==> config.mk <==
export PLATFORM = sky130hd
export DESIGN_NAME = line_walker
export DESIGN_NICKNAME = d
export VERILOG_FILES = /design/src/rtl/cache_pkg.sv /design/src/rtl/line_walker.sv
export SDC_FILE = /design/constraint.sdc
export NUM_CORES = 1
export LEC_CHECK = 0
export ABC_AREA = 1
export BUFFER_PORTS_ARGS = -buffer_cell sky130_fd_sc_hd__buf_2
export CAP_MARGIN = 15
export CORE_MARGIN = 4
export CORE_UTILIZATION = 36
export CTS_BUF_LIST = sky130_fd_sc_hd__clkbuf_8
export CTS_CLUSTER_SIZE = 12
export DETAILED_ROUTE_END_ITERATION = 10
export HOLD_SLACK_MARGIN = 0.15
export PLACE_DENSITY = 0.69
export SLEW_MARGIN = 40
export SYNTH_ARGS = -nofsm -noshare
export SYNTH_HDL_FRONTEND = slang
export SYNTH_SLANG_ARGS = --single-unit
==> constraint.sdc <==
create_clock -name CLK -period 1.95 [get_ports CLK]
set_clock_uncertainty 0.1 [all_clocks]
set_input_delay 0.195 -clock CLK [delete_from_list [all_inputs] [get_ports CLK]]
set_output_delay 0.195 -clock CLK [all_outputs]
set_load 0.01 [all_outputs]
==> src/rtl/cache_pkg.sv <==
/*
 * shared types for the L1 data cache
 * word, address and byte-enable types, way count and way index,
 * processor and memory bus request/response structs
 */
package cache_pkg;

    typedef logic [31:0] word_t;
    typedef logic [31:0] addr_t;
    typedef logic [3:0]  be_t;     // one bit per byte lane

    localparam int N_WAYS = 2;
    typedef logic [$clog2(N_WAYS)-1:0] way_t;

    // processor request is held steady while busy
    typedef struct packed {
        logic  ren;
        logic  wen;
        addr_t addr;
        word_t wdata;
        be_t   byte_en;
    } cpu_req_t;

    typedef struct packed {
        logic  busy;
        word_t rdata;
    } cpu_rsp_t;

    // memory side always moves whole words
    typedef struct packed {
        logic  ren;
        logic  wen;
        addr_t addr;
        word_t wdata;
    } mem_req_t;

    typedef struct packed {
        logic  busy;
        word_t rdata;
    } mem_rsp_t;

endpackage
==> src/rtl/line_walker.sv <==
/*
 * word counter and memory address register
 * steps through one line during a writeback or a refill
 */
module line_walker #(
    parameter int BLOCK_SIZE = 4
) (
    input  logic                          CLK,
    input  logic                          nRST,
    input  logic                          start_fetch,
    input  logic                          start_writeback,
    input  cache_pkg::addr_t              line_addr,
    input  cache_pkg::addr_t              victim_base,
    input  logic                          advance,
    output logic [$clog2(BLOCK_SIZE)-1:0] offset,
    output cache_pkg::addr_t              mem_addr,
    output logic                          last
);

    localparam int OFF_W = $clog2(BLOCK_SIZE);

    // a start wins over an advance in the same cycle
    always_ff @(posedge CLK, negedge nRST) begin
        if (!nRST) begin
            offset   <= '0;
            mem_addr <= '0;
        end else if (start_fetch) begin
            offset   <= '0;
            mem_addr <= line_addr;       // line base of the request
        end else if (start_writeback) begin
            offset   <= '0;
            mem_addr <= victim_base;     // line base of the victim
        end else if (advance) begin
            offset   <= offset + 1'b1;
            mem_addr <= mem_addr + 32'd4;
        end
    end

    assign last = (offset == OFF_W'(BLOCK_SIZE - 1));

endmodule

==> run summary <==
CP Class -> input port to flip-flop
Drt wl/cell -> 12.7 um
DRC Markers -> 0
Max incr delay on CP -> 580 ps
Leakage power -> 0.00199 uW
Worst-Skew Late Latency -> 280 ps
Post-Syn Nets -> 531
Status -> finished, final reports clean
Total power -> 2140 uW
PwrDens -> 544 nW/um^2
Crit. End Element -> flip-flop
Worst relative slew slack -> 72.0%
DRT Pass-1 Iters -> 4
Initial antenna violation count -> 0
Most frequent cells in the layout -> 176 x nand2_1, 103 x buf_2, 85 x nor2_1
GR Util All Layers -> 20.3%
Antenna fix cells -> 0
RSZ-0062 raised after global routing -> false
Worst Path Required -> 2060 ps
First-pass GRT wire length -> 15.0 mm
Max cap viols -> 0
Final WL -> 8.95 mm
Final ANT Viol Nets -> 0
Starting DRT DRC Count -> 154
Final min period -> 1840 ps
CTS tree -> built
Syn Inst Count -> 460
Post-synthesis instance area -> 2780 sq um
Final nets -> 676
Crit path cell chain -> dlygate4sd3_1 > buf_2 > nor2_4 > buf_12 > a221oi_2 > dlygate4sd3_1 > a21oi_1
R2r setup slk -> 240 ps
Worst-path clk slew -> 70 ps
Startpoint types -> input port
Syn avg cell area -> 6.05 sq um
Post-DP HPWL -> 6.53 mm
Synth cell types -> 31
Initial Util -> 37.8%
CP max stage cell -> dlygate4sd3_1
Most common cell after layout, fill and taps aside -> nand2_1
Share of cells above drive strength 1 -> 22.1%
H-tree Lvls -> 2
Largest net degree at the start of global routing -> 36
Yosys warning count -> 0
Data arrival time of the critical path -> 1950 ps
Total core area -> 7370 sq um
Buffers on Ports -> 103
Crit share post-route -> 94.2%
Post-synthesis sequential area ratio -> 30.6%
GRT overflow -> 0
Via count -> 3,354
TritonCTS buffer count -> 5
IO Pins -> 104
# rows -> 31
Final WS setup -> 113 ps
Final setup violation count -> 0
Root Buffer -> clkbuf_8
Min-delay worst type -> input port to flip-flop
CTS sink cnt -> 34
Vias per cell -> 4.76
Routability congestion estimate -> 0.883
Slew of the pin with the lowest slew margin -> 419 ps
Worst-path maximum fanout -> 30
Max VDD drop -> 0.000322 V
Die height -> 95.9 um
Flop and latch count out of synthesis -> 34
Die footprint -> 9200 sq um
Slew Limit Fails -> 0
Fmax -> 544 MHz
CTS max path bufs -> 2
Count of final hold-check violations -> 0
Setup Buffers After CTS -> 0
Dpl ws -> 260 ps
Cell mode on critical path -> dlygate4sd3_1
Area growth syn-to-layout -> 41.7%
Die W -> 95.9 um
Vias in the first global route -> 3,296
Setup tns final -> 0 ps
## power by group
| part | internal, uW | total (uW) | switching [uW] |
|---|---|---|---|
| clock | 280 | 542 | 262 |
| sequential | 783 | 907 | 124 |
| combinational | 321 | 695 | 374 |
| total | 1380 | 2140 | 760 |
## sequential cells by signal, summed over array words and instances (netlist names)
name      cells
mem_addr     32
offset        2
## kinds of logic after synthesis
kind of cell / share of synthesized area, %
buffers and inverters: 7.69
AOI/OAI and AO/OA: 11.1
and+or+nand+nor: 47.5
xor gates and xnor gates: 2.20
adders and majority gates: 0.899
DFF: 30.6
## layout make-up
type                    instances  area, sq um
flip-flops and latches         34          851
multi-input cells             382         1730
fillers                       744         3430
clock buffers                   6         82.6
clock inverters                 2         8.76
inverters                      27          101
repair buffers                155         1050
well taps                      99          124
## routing by layer
layer	vias up	global-route usage (%)	wire length [um]
met3	7	4.38	614
li1	1746	-	-
met5	-	0	0
met2	88	35.3	4110
met1	1513	26.5	4160
met4	0	2.73	64
## through the flow
step	area (sq um)	std cells	utilization, %	hold WS, ps
floorplan	2780	460	-	-201
global placement	3370	651	45.7	242
detailed placement	3400	652	46.1	47.3
CTS	3940	705	53.4	151
global route	3940	705	53.5	170
finish	3940	705	53.5	143
## critical path, delay by kind of cell
family / cells / cell delay [ps]
AO/OA/AOI/OAI: 2 / 170
buffers and inverters: 4 / 1450
AND/OR/NAND/NOR: 1 / 130
## worst paths after layout
check                                          from                        to  depth (start not counted)
hold reg to reg            mem_addr[31]$_DFFE_PN0P_  mem_addr[31]$_DFFE_PN0P_                          2
setup / recovery                            advance   mem_addr[6]$_DFFE_PN0P_                          7
max in group asynchronous                      nRST  mem_addr[24]$_DFFE_PN0P_                          3
min in group asynchronous                      nRST  mem_addr[21]$_DFFE_PN0P_                          2
hold / removal                      victim_base[15]  mem_addr[15]$_DFFE_PN0P_                          5
setup reg to reg            mem_addr[3]$_DFFE_PN0P_  mem_addr[24]$_DFFE_PN0P_                         10
## repair_timing
item	CTS	global route
hold endpoints to repair	64	0
setup endpoints to repair	0	1
gates resized for setup	0	1
hold buffers	45	0
## cell usage after synthesis, drive strengths merged
| cell | instances | share of area, % |
|---|---|---|
| a21oi | 25 | 4.5 |
| ha | 2 | 0.90 |
| dfrtp | 34 | 31 |
| a31oi | 1 | 0.22 |
| a21o | 1 | 0.27 |
| nand3b | 1 | 0.27 |
| inv | 27 | 3.6 |
| a221oi | 1 | 0.31 |
| nor3 | 2 | 0.36 |
| o22ai | 4 | 0.90 |
| xor2 | 2 | 0.63 |
| nand2 | 180 | 25 |
| nand3 | 37 | 6.7 |
| o21ai | 17 | 3.1 |
| and2 | 3 | 0.67 |
| xnor2 | 5 | 1.6 |
| a211oi | 1 | 0.27 |
| clkbuf | 9 | 1.9 |
| buf | 7 | 1.8 |
| nor2 | 94 | 15 |
| dlygate4sd1 | 1 | 0.31 |
| o21bai | 6 | 1.6 |
(Power assumes the default switching activity.)
