**src/rtl/set_ram.sv**
```systemverilog
/*
 * set-indexed storage array
 * asynchronous read of the selected entry,
 * synchronous write of the bits picked by the mask
 */
module set_ram #(
    parameter int  N_SETS  = 16,
    parameter type entry_t = logic
) (
    input  logic                      CLK,
    input  logic                      nRST,
    input  logic [$clog2(N_SETS)-1:0] sel,
    input  logic                      wen,
    input  entry_t                    wmask,
    input  entry_t                    wdata,
    output entry_t                    rdata
);

    entry_t mem [N_SETS];

    always_ff @(posedge CLK, negedge nRST) begin
        if (!nRST) begin
            for (int i = 0; i < N_SETS; i++) begin
                mem[i] <= '0;
            end
        end else if (wen) begin
            // keep unmasked bits, take masked bits from wdata
            mem[sel] <= entry_t'((mem[sel] & ~wmask) | (wdata & wmask));
        end
    end

    assign rdata = mem[sel];  // same-cycle read

endmodule

```
**config.mk**
```make
export PLATFORM = sky130hd
export DESIGN_NAME = set_ram
export DESIGN_NICKNAME = d
export VERILOG_FILES = /design/src/rtl/set_ram.sv
export SDC_FILE = /design/constraint.sdc
export NUM_CORES = 1
export LEC_CHECK = 0
export BUFFER_PORTS_ARGS = -buffer_cell sky130_fd_sc_hd__buf_4
export CAP_MARGIN = 30
export CORE_UTILIZATION = 59
export CTS_BUF_LIST = sky130_fd_sc_hd__clkbuf_4
export DETAILED_ROUTE_END_ITERATION = 6
export GPL_TIMING_DRIVEN = 0
export PLACE_DENSITY_LB_ADDON = 0.15
export SLEW_MARGIN = 10
export SYNTH_ARGS = -nofsm -noshare
export SYNTH_HDL_FRONTEND = slang
export SYNTH_SLANG_ARGS = --single-unit
```
**constraint.sdc**
```tcl
create_clock -name CLK -period 1.61 [get_ports CLK]
set_clock_uncertainty 0.2 [all_clocks]
set_input_delay 0.322 -clock CLK [delete_from_list [all_inputs] [get_ports CLK]]
set_output_delay 0.322 -clock CLK [all_outputs]
set_load 0.005 [all_outputs]
```
==> results of run 1 <==
-- layout make-up --
| type | count | area (um2) |
|---|---|---|
| multi-input cells | 81 | 500 |
| fillers | 109 | 402 |
| flip-flops and latches | 16 | 400 |
| repair buffers | 13 | 100 |
| plain buffers | 4 | 36.3 |
| clock buffers | 3 | 22.5 |
| well taps | 16 | 20.0 |
| inverters | 2 | 7.51 |
-- logic make-up (layout without fill, tap and decap cells) --
group | after synthesis | count (layout) | synth area share
AND/OR/NAND/NOR | 43 | 43 | 0.227
AO/OA/AOI/OAI | 29 | 29 | 0.203
flip-flops | 16 | 16 | 0.427
multiplexers | 9 | 9 | 0.0961
buffers and inverters | 6 | 22 | 0.0467
-- synthesized netlist by cell type (2+ instances only) --
library cell   n
nor2_1        19
dfrtp_1       16
a31oi_1       14
mux2i_1        9
a21oi_1        8
nand2_1        6
nand3_1        5
nor2b_1        3
a22oi_2        2
buf_2          2
inv_1          2
nand2b_1       2
nand3b_1       2
o21ai_0        2
-- tightest hold or removal path, stage by stage --
cell and delay, ps:
buf_4 80, a21oi_1 70, a31oi_1 120
-- power by group --
part,switching [mW],internal (mW),leakage (nW)
Clock,0.118,0.0869,0.0138
Combinational,0.177,0.163,0.283
Sequential,0.0538,0.504,0.184
Total,0.348,0.754,0.481
-- worst max-delay path by stage --
stage                       end  slack, ps
final                     rdata       -250
after global routing      rdata       -300
after CTS                 rdata       -220
after detailed placement  rdata       -230
after global placement    rdata       -230
after floorplan           rdata          6
-- routing by layer --
| layer | share of wire | global-route usage | up-vias |
|---|---|---|---|
| met2 | 0.50 | 0.425 | 28 |
| met5 | 0 | 0 | - |
| met4 | 0.010 | 0.0774 | 0 |
| met3 | 0.046 | 0.0261 | 4 |
| met1 | 0.44 | 0.310 | 386 |
| li1 | - | - | 410 |
-- per-stage QoR --
| stage | instance area (um2) | cells | hold WS [ps] |
|---|---|---|---|
| 2_1_floorplan | 937 | 103 | -174 |
| 5_1_grt | 1090 | 135 | 172 |
| 4_1_cts | 1080 | 135 | 147 |
| 3_3_place_gp | 1020 | 127 | -13.8 |
| 6_report | 1090 | 135 | 152 |
| 3_5_place_dp | 1020 | 127 | -7.07 |
-- what timing repair did --
action / in CTS / in global routing
hold buffers: 1 / 0
buffers inserted: 4 / 0
hold endpoints to repair: 16 / 0
pin swaps: 4 / 0
endpoints found under the setup margin: 1 / 7
resized for setup: 1 / 1
==> out/qor.yml, run 1 <==
dieArea_um2: 1750
p_total_mw: 1.10
startpoint_type: "flop"
p_leak_nw: 0.481
yosysTopAreaCell: "dfrtp_1"
synth.distinct_cells: 25
powerDensity_nw_per_um2: 1010
r2r_start: "mem[12]"
ant_nets: 0
fin_crit_ps: 1860
drv_slew: 0
cp_data_required_time_ps: 1090
reg2reg_to: "mem[15]"
synth-edff-count: 0
first_global_vias: 782
violations: "setup timing"
clockBufferDepth: 2
synth_top_area_frac: 0.427
peakVddDrop_v: 0.000612
die_w_um: 41.9
insertion_delay_ps: 280
antennaDiodeCount: 0
via_per_inst: 6.13
grt_usage: 0.242
whs_endpoint: "mem[5]"
cts_tree: "done"
port_buffers: 8
timing.final.crit_share: 1.16
holdPathStages: 3
cp_max_fo: 2
synth_area_leaders: "dfrtp_1, mux2i_1, a31oi_1"
path_depth: 5
cts_buffers: 3
drt_iter0_drc: 28
top_regs: "mem (16)"
wl_per_cell_um: 14.3
fmax_mhz: 537
drt-total-wl_um: 1930
regMostFlops: "mem"
die_y_um: 41.9
rsz0062_at_grt: "yes"
path_class: "flop to output port"
critPathArrivalTime_ps: 1340
critPathLaunch: "mem[4]"
io_pins: 10
antenna_found_initial: 0
drv_cap: 0
grt-ovfl-total: 0
reg2reg_depth: 5
synth_warnings: 0
final_hold_viol_count: 0
avgSynthCellArea_um2: 9.10
timing.critical_path.buf_inv: 1
netlist_area_um2: 937
clkSinkCount: 16
layout.nets: 130
max_stage_delay_ps: 390
grt_pass1_wl_um: 3280
synthCells: 103
crit_chain: "mux2i_1 > nand2_1 > o2111ai_1 > o21ai_1 > buf_4"
synthFlopType: "dfrtp_1"
synth_nets: 112
syn_to_final_growth_pct: 16.0
layout-drive-gt1-share: 0.193
dr.pass1.iters: 5
globalplace.congestion: 0.858
end_kind: "output port"
htreeDepth: 1
synthArstFlopShare: 1.00
setup_ws_ps: -251
hold_path_startpoint: "wdata"
row_count: 14
route.detailed.drc: 0
final_common_cell: "nor2_1"
start_util: 0.629
final_cell_mix: "nor2_1, dfrtp_1, a31oi_1, buf_4, mux2i_1"
grt_max_degree: 17
post-route-util: 0.730
clockRootBuffer: "clkbuf_4"
status: "complete, but fails checks"
cts.clk_slew.worst_paths_ps: 90
largest_register_ff_count: 16
dp_worst_setup_slack_ps: -227
ys_seq_elements: 16
tightestPinTransition_ps: 416
finalSetupTns_ps: -251
finalSetupViolations: 1
slew_headroom: 0.722
coreArea_um2: 1490
critPathTopFamily: "flip-flops"
hpwl_um: 1350
vias: 828
yosysSeqAreaShare: 0.427
crit_slowest_cell: "dfrtp_1"
min_path_type: "input pin to flop"
reg2reg_slack_ps: 120
Power figures use the tool's default switching activity.
==> inputs of run 2 (changes only) <==
--- a/config.mk
+++ b/config.mk
@@ -7,7 +7,7 @@
 export LEC_CHECK = 0
 export BUFFER_PORTS_ARGS = -buffer_cell sky130_fd_sc_hd__buf_4
 export CAP_MARGIN = 30
-export CORE_UTILIZATION = 59
+export CORE_UTILIZATION = 64
 export CTS_BUF_LIST = sky130_fd_sc_hd__clkbuf_4
 export DETAILED_ROUTE_END_ITERATION = 6
 export GPL_TIMING_DRIVEN = 0
==> constraint.sdc (replaced) <==
create_clock -name CLK -period 2.2 [get_ports CLK]
set_clock_uncertainty 0.2 [all_clocks]
set_input_delay 0.44 -clock CLK [delete_from_list [all_inputs] [get_ports CLK]]
set_output_delay 0.44 -clock CLK [all_outputs]
set_load 0.005 [all_outputs]
==> run 2 against run 1 <==
Net effect:
- the flow now finishes without violations
- first-iteration DRC count rose by 50%
- sequential cell count did not move
- final cell count shrank 3.0%
- hold slack better by 100 ps
- worst setup slack improved by 400 ps
- design area is 3.2% lower
- sequential share of layout area grew 1.2 points
- non-clock buffer count down 4
- count of clock-buffer cells in the layout is the same
- sequential power decreased by 26%
- clock power shrank 21%
- global-route usage is 2.9 points higher
- largest power group unchanged
==> out/qor.yml, run 2 (synthesis gave the netlist of run 1 again) <==
timing.critical_path.buf_inv: 1
antennaDiodeCount: 0
p_leak_nw: 0.457
holdPathStages: 3
via_per_inst: 6.33
drv_slew: 0
vias: 829
final_common_cell: "nor2_1"
die_w_um: 40.3
post-route-util: 0.789
intPower_mw: 0.538
dpl-instance-area_um2: 1020
path_class: "flop to output port"
end_kind: "output port"
powerDensity_nw_per_um2: 760
grt_pass1_wl_um: 2880
cts_resized: 0
critPathTopFamily: "compound AO/OA/AOI/OAI gates"
port_buffers: 8
clockRootBuffer: "clkbuf_4"
die_y_um: 40.3
timing.final.crit_share: 0.934
final_hold_viol_count: 0
whs_ps: 254
max_stage_delay_ps: 360
largest_register_ff_count: 16
drv_cap: 0
final_cell_mix: "nor2_1, dfrtp_1, a31oi_1, mux2i_1"
p_clk_frac: 0.201
dr.pass1.iters: 4
globalplace.congestion: 0.797
fmax_mhz: 487
rsz0062_at_grt: "no"
cts_buffers: 3
peakVddDrop_v: 0.000577
startpoint_type: "flop"
reg2reg_slack_ps: 660
whs_endpoint: "mem[5]"
dieArea_um2: 1620
fin_crit_ps: 2060
layout-drive-gt1-share: 0.164
clkSinkCount: 16
slew_headroom: 0.705
first_global_vias: 646
grt_use_met1: 0.418
clockBufferDepth: 2
drt_iter0_drc: 42
start_util: 0.703
dpl.cell_count: 126
regMostFlops: "mem"
min_path_type: "input pin to flop"
grt_max_degree: 17
gr-usage-met3: 0.0500
insertion_delay_ps: 290
final_area_um2: 1050
hold_path_startpoint: "wdata"
row_count: 13
coreArea_um2: 1330
swShare: 0.327
hpwl_um: 1420
p_switching_mw: 0.262
reg2reg_to: "mem[11]"
reg2reg_depth: 4
critPathArrivalTime_ps: 1420
finalSetupViolations: 0
cts_tree: "done"
crit_slowest_cell: "dfrtp_1"
grt-ovfl-total: 0
layout.nets: 126
ant_nets: 0
grt_busiest_layer: "met1"
seqPwrFrac: 0.516
cts.clk_slew.worst_paths_ps: 90
use_met2: 0.383
grt_usage: 0.270
fin_cells: 131
r2r_start: "mem[12]"
htreeDepth: 1
drt-total-wl_um: 1960
io_pins: 10
antenna_found_initial: 0
tightestPinTransition_ps: 441
syn_to_final_growth_pct: 12.3
cp_data_required_time_ps: 1560
finalSetupTns_ps: 0
cp_max_fo: 3
wl_per_cell_um: 15.0
route.detailed.drc: 0
top_regs: "mem (16)"
p_comb_frac: 0.283
crit_chain: "mux2i_1 > a22oi_2 > nand3_1 > o21ai_0 > buf_4"
status: "finished, final reports clean"
[run 2: cell count changes in the layout (fill, tap and decap cells not counted)]
cell / change
a21boi_4: -1
o21ai_1: -1
clkinv_1: +1
a21boi_2: +1
buf_4: -4
o21ai_0: +1
[run 2: routing by layer]
layer | vias up | routed length (um)
met5 | - | 0
met2 | 23 | 903
li1 | 403 | -
met4 | 0 | 23
met3 | 3 | 95
met1 | 400 | 939
[run 2: worst register-to-register path: stages, from the launching register on]
cell and delay [ps]:
dfrtp_1 390, mux2i_1 240, a22oi_2 150, a21boi_2 300, a31oi_1 140
[run 2: power by group through the flow]
| stage | Sequential, mW | Clock, mW | Combinational [mW] |
|---|---|---|---|
| 2_1_floorplan | 0.403 | 0 | 0.167 |
| 5_1_grt | 0.419 | 0.173 | 0.250 |
| 3_5_place_dp | 0.417 | 0 | 0.223 |
| 4_1_cts | 0.412 | 0.160 | 0.225 |
| 3_3_place_gp | 0.411 | 0 | 0.216 |
| 6_report | 0.413 | 0.161 | 0.227 |
[run 2: worst max-delay path by stage]
stage | from | to | slack, ps | depth (start not counted)
after floorplan | sel[0] | rdata | 360 | 6
after global placement | sel[0] | rdata | 160 | 7
after detailed placement | sel[0] | rdata | 160 | 7
after CTS | mem[12] | rdata | 160 | 5
after global routing | mem[13] | rdata | 60 | 5
final | mem[12] | rdata | 140 | 5
[run 2: layout make-up]
class                           count  area [um2]
Clock inverter                      1        3.75
Fill cell                          93         282
Clock buffer                        3        22.5
Tap cell                           15        18.8
Multi-Input combinational cell     81         493
Buffer                              4        36.3
Sequential cell                    16         400
Timing Repair Buffer                9        70.1
Inverter                            2        7.51
[run 2: stage by stage]
stage	setup WS, ps	power (mW)
floorplan	360	0.571
global placement	155	0.627
detailed placement	164	0.640
CTS	160	0.797
global route	63.2	0.841
finish	145	0.800
[run 2: what timing repair did]
| action | CTS | global route |
|---|---|---|
| hold buffers | 1 | 0 |
| setup endpoints to repair | 0 | 0 |
| buffers inserted | 0 | 0 |
| hold endpoints to repair | 16 | 0 |
